### src/common/exec_defs.svh
`ifndef EXEC_DEFS_SVH
`define EXEC_DEFS_SVH

// Datapath widths
`define XLEN        32
`define REG_ADDR_W  5

// Input side, entries equal the credits upstream starts with
`define IQ_DEPTH    4

// Result slots the consumer grants after reset
`define OUT_CREDITS 4

// Multiply latency in register stages
`define MUL_STAGES  5

// Cycles after a multiply dispatch at which an ALU dispatch would collide
// with it at write-back (ALU path is one stage)
`define HAZARD_DIST (`MUL_STAGES - 1)

`endif

### src/common/exec_pkg.sv
`default_nettype none

`include "exec_defs.svh"

package exec_pkg;

   typedef enum logic [2:0] {
      OP_ADD = 3'd0,
      OP_SUB = 3'd1,
      OP_AND = 3'd2,
      OP_OR  = 3'd3,
      OP_XOR = 3'd4,
      OP_SLT = 3'd5,  // Signed compare
      OP_MUL = 3'd6
   } op_e;

   // Decoded operation as it enters the back end
   typedef struct packed {
      op_e                    op;
      logic [`XLEN-1:0]       src_a;
      logic [`XLEN-1:0]       src_b;
      logic [`REG_ADDR_W-1:0] dst;
   } issue_t;

   // Result as it leaves toward the register file
   typedef struct packed {
      logic [`REG_ADDR_W-1:0] dst;
      logic [`XLEN-1:0]       data;
      logic                   ovf;   // Signed overflow, add and sub only
   } wb_t;

endpackage

`default_nettype wire

### src/design/alu_stage.sv
`default_nettype none

`include "exec_defs.svh"

module alu_stage (
   input  wire logic             clk,
   input  wire logic             mem_wb_reset,
   input  wire logic             go,
   input  wire exec_pkg::issue_t pkt,
   output exec_pkg::wb_t         res,
   output logic                  res_valid
);
   import exec_pkg::*;

   logic [`XLEN-1:0] sum;
   logic [`XLEN-1:0] diff;
   logic             add_ovf;
   logic             sub_ovf;
   wb_t              nxt;

   assign sum  = pkt.src_a + pkt.src_b;
   assign diff = pkt.src_a - pkt.src_b;

   // Same operand signs but the result sign flipped
   assign add_ovf = (pkt.src_a[`XLEN-1] == pkt.src_b[`XLEN-1]) &&
                    (sum[`XLEN-1] != pkt.src_a[`XLEN-1]);
   // Opposite signs and the result takes the sign of b
   assign sub_ovf = (pkt.src_a[`XLEN-1] != pkt.src_b[`XLEN-1]) &&
                    (diff[`XLEN-1] != pkt.src_a[`XLEN-1]);

   always_comb begin
      nxt.dst = pkt.dst;
      nxt.ovf = 1'b0;
      case (pkt.op)
         OP_ADD: begin
            nxt.data = sum;
            nxt.ovf  = add_ovf;
         end
         OP_SUB: begin
            nxt.data = diff;
            nxt.ovf  = sub_ovf;
         end
         OP_AND:  nxt.data = pkt.src_a & pkt.src_b;
         OP_OR:   nxt.data = pkt.src_a | pkt.src_b;
         OP_XOR:  nxt.data = pkt.src_a ^ pkt.src_b;
         OP_SLT:  nxt.data = {{(`XLEN-1){1'b0}}, $signed(pkt.src_a) < $signed(pkt.src_b)};
         default: nxt.data = '0;   // Multiplies never come here
      endcase
   end

   always_ff @(posedge clk) begin
      if (go) begin
         res <= nxt;
      end
   end

   always_ff @(posedge clk) begin
      if (mem_wb_reset) begin
         res_valid <= 1'b0;
      end else begin
         res_valid <= go;
      end
   end

endmodule

`default_nettype wire

### src/design/exec_backend.sv
`default_nettype none

module exec_backend (
   input  wire logic             clk,
   input  wire logic             mem_wb_reset,
   input  wire logic             in_valid,
   input  wire exec_pkg::issue_t in_pkt,
   output logic                  in_credit,
   output logic                  out_valid,
   output exec_pkg::wb_t         out_pkt,
   input  wire logic             out_credit
);
   import exec_pkg::*;

   issue_t head;
   logic   head_valid;
   logic   dispatch;
   logic   alu_go;
   logic   mul_go;
   wb_t    alu_res;
   logic   alu_valid;
   wb_t    mul_res;
   logic   mul_valid;

   issue_queue u_issue_queue (
      .clk          (clk),
      .mem_wb_reset (mem_wb_reset),
      .in_valid     (in_valid),
      .in_pkt       (in_pkt),
      .pop          (dispatch),
      .head         (head),
      .head_valid   (head_valid),
      .in_credit    (in_credit)
   );

   issue_ctrl u_issue_ctrl (
      .clk          (clk),
      .mem_wb_reset (mem_wb_reset),
      .head_op      (head.op),
      .head_valid   (head_valid),
      .out_credit   (out_credit),
      .dispatch     (dispatch)
   );

   // Route the head to one of the two paths
   assign mul_go = dispatch && (head.op == OP_MUL);
   assign alu_go = dispatch && (head.op != OP_MUL);

   alu_stage u_alu_stage (
      .clk          (clk),
      .mem_wb_reset (mem_wb_reset),
      .go           (alu_go),
      .pkt          (head),
      .res          (alu_res),
      .res_valid    (alu_valid)
   );

   mul_pipe u_mul_pipe (
      .clk          (clk),
      .mem_wb_reset (mem_wb_reset),
      .go           (mul_go),
      .pkt          (head),
      .res          (mul_res),
      .res_valid    (mul_valid)
   );

   wb_merge u_wb_merge (
      .clk          (clk),
      .mem_wb_reset (mem_wb_reset),
      .alu_res      (alu_res),
      .mul_res      (mul_res),
      .alu_valid    (alu_valid),
      .mul_valid    (mul_valid),
      .out_pkt      (out_pkt),
      .out_valid    (out_valid)
   );

endmodule

`default_nettype wire

### src/design/issue_ctrl.sv
`default_nettype none

`include "exec_defs.svh"

module issue_ctrl (
   input  wire logic          clk,
   input  wire logic          mem_wb_reset,
   input  wire exec_pkg::op_e head_op,
   input  wire logic          head_valid,
   input  wire logic          out_credit,
   output logic               dispatch
);
   import exec_pkg::*;

   localparam int CRED_W = $clog2(`OUT_CREDITS + 1);

   logic [CRED_W-1:0]       credits;
   logic [`HAZARD_DIST-1:0] mul_hist;   // Bit k set: multiply went out k+1 cycles ago
   logic                    head_is_mul;
   logic                    wb_slot_taken;

   assign head_is_mul = (head_op == OP_MUL);

   // A multiply issued HAZARD_DIST cycles back reaches write-back together
   // with an ALU op issued now
   assign wb_slot_taken = mul_hist[`HAZARD_DIST-1];

   assign dispatch = head_valid && (credits != '0) && (head_is_mul || !wb_slot_taken);

   always_ff @(posedge clk) begin
      if (mem_wb_reset) begin
         credits  <= CRED_W'(`OUT_CREDITS);
         mul_hist <= '0;
      end else begin
         // Slot is claimed at dispatch so nothing in flight can stall
         case ({dispatch, out_credit})
            2'b10:   credits <= credits - 1'b1;
            2'b01:   credits <= credits + 1'b1;
            default: credits <= credits;
         endcase
         mul_hist <= {mul_hist[`HAZARD_DIST-2:0], dispatch && head_is_mul};
      end
   end

   // Consumer returns no more credits than it was given
   a_credit_bound: assert property (@(posedge clk) disable iff (mem_wb_reset)
      credits <= CRED_W'(`OUT_CREDITS))
      else $error("issue_ctrl: output credit count above OUT_CREDITS");

endmodule

`default_nettype wire

### src/design/issue_queue.sv
`default_nettype none

`include "exec_defs.svh"

module issue_queue (
   input  wire logic            clk,
   input  wire logic            mem_wb_reset,
   input  wire logic            in_valid,
   input  wire exec_pkg::issue_t in_pkt,
   input  wire logic            pop,
   output exec_pkg::issue_t     head,
   output logic                 head_valid,
   output logic                 in_credit
);
   import exec_pkg::*;

   localparam int PTR_W = $clog2(`IQ_DEPTH);
   localparam int CNT_W = $clog2(`IQ_DEPTH + 1);

   issue_t             mem [`IQ_DEPTH];
   logic [PTR_W-1:0]   wr_ptr;
   logic [PTR_W-1:0]   rd_ptr;
   logic [CNT_W-1:0]   count;
   logic               full;

   assign full       = (count == CNT_W'(`IQ_DEPTH));
   assign head_valid = (count != '0);
   assign head       = mem[rd_ptr];

   // One credit back to upstream for every entry that leaves
   assign in_credit = pop;

   // Storage, no reset needed
   always_ff @(posedge clk) begin
      if (in_valid) begin
         mem[wr_ptr] <= in_pkt;
      end
   end

   always_ff @(posedge clk) begin
      if (mem_wb_reset) begin
         wr_ptr <= '0;
         rd_ptr <= '0;
         count  <= '0;
      end else begin
         if (in_valid) begin
            wr_ptr <= (wr_ptr == PTR_W'(`IQ_DEPTH - 1)) ? '0 : wr_ptr + 1'b1;
         end
         if (pop) begin
            rd_ptr <= (rd_ptr == PTR_W'(`IQ_DEPTH - 1)) ? '0 : rd_ptr + 1'b1;
         end
         case ({in_valid, pop})
            2'b10:   count <= count + 1'b1;
            2'b01:   count <= count - 1'b1;
            default: count <= count;  // Both or neither
         endcase
      end
   end

   // Upstream only sends while holding a credit, so a full queue never sees a write
   a_no_write_full: assert property (@(posedge clk) disable iff (mem_wb_reset)
      !(in_valid && full))
      else $error("issue_queue: write into full queue, upstream credit misuse");

   // Dispatch logic must wait for a head
   a_no_pop_empty: assert property (@(posedge clk) disable iff (mem_wb_reset)
      !(pop && !head_valid))
      else $error("issue_queue: pop from empty queue");

endmodule

`default_nettype wire

### src/design/wb_merge.sv
`default_nettype none

module wb_merge (
   input  wire logic          clk,
   input  wire logic          mem_wb_reset,
   input  wire exec_pkg::wb_t alu_res,
   input  wire exec_pkg::wb_t mul_res,
   input  wire logic          alu_valid,
   input  wire logic          mul_valid,
   output exec_pkg::wb_t      out_pkt,
   output logic               out_valid
);

   // Payload follows whichever path has a result this cycle
   always_ff @(posedge clk) begin
      if (alu_valid) begin
         out_pkt <= alu_res;
      end else if (mul_valid) begin
         out_pkt <= mul_res;
      end
   end

   always_ff @(posedge clk) begin
      if (mem_wb_reset) begin
         out_valid <= 1'b0;
      end else begin
         out_valid <= alu_valid | mul_valid;   // Drops when both idle
      end
   end

   // The dispatch rule upstream keeps the two paths from meeting here
   a_no_wb_collision: assert property (@(posedge clk) disable iff (mem_wb_reset)
      !(alu_valid && mul_valid))
      else $error("wb_merge: ALU and multiply results in the same cycle");

endmodule

`default_nettype wire

### src/mul_pipe/mul_pipe.sv
`default_nettype none

`include "exec_defs.svh"

module mul_pipe (
   input  wire logic             clk,
   input  wire logic             mem_wb_reset,
   input  wire logic             go,
   input  wire exec_pkg::issue_t pkt,
   output exec_pkg::wb_t         res,
   output logic                  res_valid
);
   import exec_pkg::*;

   localparam int HALF  = `XLEN / 2;
   localparam int PW    = 2 * `XLEN;
   localparam int CARRY = `MUL_STAGES - 2;   // Stages after the adder

   // Stage 1, partial products
   logic                   s1_valid;
   logic [`REG_ADDR_W-1:0] s1_dst;
   logic [`XLEN-1:0]       pp_ll;
   logic [`XLEN-1:0]       pp_lh;
   logic [`XLEN-1:0]       pp_hl;
   logic [`XLEN-1:0]       pp_hh;

   // Stage 2, summed product
   logic [PW-1:0]          full_prod;
   logic                   s2_valid;
   wb_t                    s2_pkt;

   // Stages 3 to 5 only carry the result
   logic [CARRY-1:0]       c_valid;
   wb_t                    c_pkt [CARRY];

   always_ff @(posedge clk) begin
      pp_ll  <= pkt.src_a[HALF-1:0]     * pkt.src_b[HALF-1:0];
      pp_lh  <= pkt.src_a[HALF-1:0]     * pkt.src_b[`XLEN-1:HALF];
      pp_hl  <= pkt.src_a[`XLEN-1:HALF] * pkt.src_b[HALF-1:0];
      pp_hh  <= pkt.src_a[`XLEN-1:HALF] * pkt.src_b[`XLEN-1:HALF];
      s1_dst <= pkt.dst;
   end

   // Cross terms sit one half-word up, the high term a full word up
   assign full_prod = PW'(pp_ll) +
                      (PW'(pp_lh) << HALF) +
                      (PW'(pp_hl) << HALF) +
                      (PW'(pp_hh) << `XLEN);

   always_ff @(posedge clk) begin
      s2_pkt.dst  <= s1_dst;
      s2_pkt.data <= full_prod[`XLEN-1:0];   // Low word only
      s2_pkt.ovf  <= 1'b0;
   end

   always_ff @(posedge clk) begin
      c_pkt[0] <= s2_pkt;
      for (int i = 1; i < CARRY; i++) begin
         c_pkt[i] <= c_pkt[i-1];
      end
   end

   // Valid runs beside the data, several multiplies may be in flight
   always_ff @(posedge clk) begin
      if (mem_wb_reset) begin
         s1_valid <= 1'b0;
         s2_valid <= 1'b0;
         c_valid  <= '0;
      end else begin
         s1_valid <= go;
         s2_valid <= s1_valid;
         c_valid  <= {c_valid[CARRY-2:0], s2_valid};
      end
   end

   assign res       = c_pkt[CARRY-1];
   assign res_valid = c_valid[CARRY-1];

endmodule

`default_nettype wire

### config.mk
export PLATFORM = sky130hd
export DESIGN_NAME = exec_backend
export DESIGN_NICKNAME = d
export VERILOG_FILES = /design/src/common/exec_pkg.sv /design/src/design/alu_stage.sv /design/src/design/exec_backend.sv /design/src/design/issue_ctrl.sv /design/src/design/issue_queue.sv /design/src/design/wb_merge.sv /design/src/mul_pipe/mul_pipe.sv
export VERILOG_INCLUDE_DIRS = /design/src /design/src/common
export SDC_FILE = /design/constraint.sdc
export NUM_CORES = 2
export LEC_CHECK = 0
export BUFFER_PORTS_ARGS = -buffer_cell sky130_fd_sc_hd__buf_2
export CORE_ASPECT_RATIO = 0.9
export CORE_MARGIN = 5
export CORE_UTILIZATION = 58
export DETAILED_ROUTE_END_ITERATION = 8
export GPL_TIMING_DRIVEN = 1
export PLACE_DENSITY = 0.78
export SYNTH_ARGS = -nofsm -noshare
export SYNTH_HDL_FRONTEND = slang
export SYNTH_SLANG_ARGS = --single-unit
### constraint.sdc
create_clock -name clk -period 7 [get_ports clk]
set_input_delay 1.4 -clock clk [delete_from_list [all_inputs] [get_ports clk]]
set_output_delay 1.4 -clock clk [all_outputs]
set_load 0.01 [all_outputs]
==> reports/results.tsv <==
stage	metric	value	unit
outcome	status	complete, no violations	
layout	nets	4649	
layout	final instance area	0.0451	mm2
synthesis	share of the synthesized area in the top cell type	27.3	%
clock_tree	CTS sink count	600	
global_routing	pin count of the biggest net entering global routing	67	
layout	# fillers	5199	
clock_tree	CTS Buf Count	57	
layout	register area	0.0157	mm2
synthesis	Commonest cells post-synth	inv_1, nand2_1, fa_1, edfxtp_1, nor2_1	
route	routed vias/inst	5.75	
worst_setup_path	Worst EP required	7.57	ns
sta	Fin Clk Skew	0.0370	ns
place	PortBufs	115	
synthesis	most common cell in the netlist	inv_1	
worst_setup_path	Worst path max stage delay	0.52	ns
synthesis	Syn Nets	4417	
global_routing	initial antenna violation count	2	
clock_tree	Worst-Skew Late Latency	0.64	ns
sta	Hold Vio Cnt, Final	0	
worst_setup_path	crit-path max FO	15	
synthesis	multiplexer share of the synthesized area	5.26	%
die	Die ar.	0.0745	mm2
synthesis	simple-gate area share of the yosys netlist	9.03	%
route	# DRC	0	
synthesis	Synth Area in Adders	28.6	%
route	vias	27924	
sta	worst rel slew slack	27.9	%
synthesis	Synth Warn #	0	
worst_setup_path	Setup crit end kind	register	
synthesis	largest area contributor in the netlist	edfxtp_1	
layout	Multi-input gate area	0.0218	mm2
place	hpwl dp	87.4	mm
synthesis	most used flip-flop cell after synthesis	edfxtp_1	
clock_tree	CTS tree	done	
sta	post-route minimum period	6.85	ns
synthesis	Cell variety after synth	100	
synthesis	largest family of logic cells by synthesized area	adder cells	
worst_setup_path	Setup crit end	u_mul_pipe.pp_ll[31]	
clock_tree	# hold bufs at CTS	0	
synthesis	Synth Area in Compound Gates	8.10	%
worst_setup_path	WP depth	26	
global_routing	first-pass GRT wire length	174	mm
route	drt pass-1 iters	8	
worst_setup_path	crit path kind	reg2reg	
route	wire per inst	23.6	um
worst_setup_path	Crit Reg-Reg Endpoint	u_mul_pipe.pp_ll[31]	
synthesis	post-synthesis xor/xnor area fraction	2.80	%
sta	Max Slew Vio Count	0	
synthesis	#FFs+latches synth	600	
synthesis	Mapped Cells	3648	
worst_setup_path	WP data arrival	7.41	ns
die	die width	287	um
route	1st-iter DRT viols	2731	
worst_setup_path	CP dominant cell by count	fa_1	
die	initial core utilization	58.5	%
clock_tree	clock root cell	clkbuf_16	
die	io pins	116	
route	ANT nets after route	0	
worst_setup_path	nature of the critical path startpoint	register	
place	Final Wtd Congestion	1.07	
layout	P&R area growth vs syn	12.4	%
worst_hold_path	Worst Hold Class	reg2reg	
synthesis	EDFF count, synth	364	
die	number of cell rows	91	
synthesis	synth top area cells	edfxtp_1, fa_1, dfxtp_1	
die	core area	0.0685	mm2
global_routing	GR Overflow Total	0	
global_routing	vias in the first global route	28779	
synthesis	share of flip-flops with an asynchronous set or reset	0	%
clock_tree	CTS H-tree lvls	2	
synthesis	register area share after synthesis	39.0	%
route	total wire length	115	mm
layout	layout cells sized above 1	15.7	%
worst_setup_path	delay-heaviest family, CP	adder cells	
sta	Worst Tran Pin Value	1.08	ns
place	dpl cell area	0.0427	mm2
sta	f_max	0.146	GHz
clock_tree	Longest Clk Path Bufs	3	
clock_tree	CTS clk-pin slew, worst paths	0.07	ns
synthesis	Avg Inst Size Synth	11.0	um2
global_routing	Total GRT Usage	31.1	%
worst_setup_path	R2R setup slack	0.15	ns
sta	Final Setup Violations	0	
die	DIE HEIGHT	259	um
synthesis	cell area after synthesis	0.0401	mm2
sta	Final Cycle Share	97.8	%
worst_setup_path	Critical path buffers and inverters	8	
worst_setup_path	R2R cell count	26	
flow_run	maxcap violations	0	
worst_setup_path	CP max stage cell	fa_1	
-- state kept, by name, indices dropped and copies added, names as in the netlist, named ones only --
signal and cells:
u_alu_stage.res_valid 1, u_issue_ctrl.mul_hist 3, u_mul_pipe.pp_lh 16, u_issue_queue.mem 288, u_mul_pipe.c_pkt 111, u_issue_queue.rd_ptr 2, u_mul_pipe.pp_ll 32, u_mul_pipe.c_valid 2
u_issue_queue.wr_ptr 2, u_wb_merge.out_pkt 38, u_alu_stage.res 38, u_issue_queue.count 3, u_mul_pipe.pp_hl 16, u_issue_ctrl.credits 3, u_wb_merge.out_valid 1, u_mul_pipe.s1_dst 5
u_mul_pipe.s2_pkt 37
-- repair_timing --
item | 4_1_cts | 5_1_grt
hold endpoints to repair | 0 | 0
buffers inserted | 4 | 17
gates cloned | 1 | 0
setup endpoints to repair | 3 | 10
gates resized for setup | 4 | 54
pin swaps | 0 | 13
-- metrics by stage --
| stage | setup WS, ns | hold WS, ns | TNS (ns) | utilization [%] | cells |
|---|---|---|---|---|---|
| after floorplan | 0.122 | 0.310 | 0 | - | 3648 |
| after global placement | -0.0372 | 0.310 | -0.0372 | 62.3 | 4729 |
| after detailed placement | -0.115 | 0.312 | -0.185 | 62.3 | 4729 |
| after CTS | 0.0124 | 0.318 | 0 | 65.2 | 4841 |
| after global routing | -0.0603 | 0.322 | -0.125 | 65.8 | 4858 |
| final | 0.153 | 0.320 | 0 | 65.8 | 4859 |
-- cells by family after synthesis --
group                    Yosys count
flip-flops                       600
XOR/XNOR                         128
AO/OA/AOI/OAI                    476
adder cells (fa/ha/maj)          693
buffers and inverters            721
AND/OR/NAND/NOR                  880
multiplexers                     150
-- layout by cell type, fill, tap and decap left out, types with 16 or more instances in the layout --
cell type,instances
a21oi_1,137
nor2b_1,23
nand3_1,18
mux2i_1,40
edfxtp_1,364
xor2_1,26
buf_4,173
fa_1,371
dfxtp_1,233
o211ai_1,17
o21bai_1,25
o21ai_0,77
nor3_1,28
inv_2,19
a211oi_1,16
inv_1,552
clkbuf_16,61
ha_1,310
nand2_1,401
xnor2_1,101
a21o_1,29
buf_2,115
mux4_2,40
mux2_2,61
nor2_1,347
o21a_1,23
-- layout make-up --
class | count | area share [%]
inverters | 580 | 4.84
multi-input cells | 2327 | 48.4
repair buffers | 314 | 5.17
flip-flops and latches | 600 | 34.7
clock inverters | 31 | 0.669
diodes | 1 | 0.00555
well taps | 930 | 2.58
clock buffers | 76 | 3.60
-- how the worst min path moves through the flow --
| stage | from | end | depth (start not counted) |
|---|---|---|---|
| floorplan | u_mul_pipe.c_pkt[0][62] | u_mul_pipe.c_pkt[0][100] | 0 |
| global placement | u_mul_pipe.c_pkt[0][69] | u_mul_pipe.c_pkt[0][107] | 0 |
| detailed placement | u_mul_pipe.s2_pkt[13] | u_mul_pipe.c_pkt[0][13] | 0 |
| CTS | u_mul_pipe.s2_pkt[5] | u_mul_pipe.c_pkt[0][5] | 0 |
| global route | u_mul_pipe.s2_pkt[5] | u_mul_pipe.c_pkt[0][5] | 0 |
| finish | u_mul_pipe.s2_pkt[5] | u_mul_pipe.c_pkt[0][5] | 0 |
-- per-layer routing --
layer	up-vias	GRT usage [%]	wire (um)
met3	327	7.24	11800
met5	-	0	20
met4	2	15.0	7000
met1	13774	42.0	45400
met2	1396	47.9	50400
li1	12425	-	-
Power is left out: the tool's default activity adds up to more than one toggle a clock period on the data nets, which glitch-free logic cannot reach.
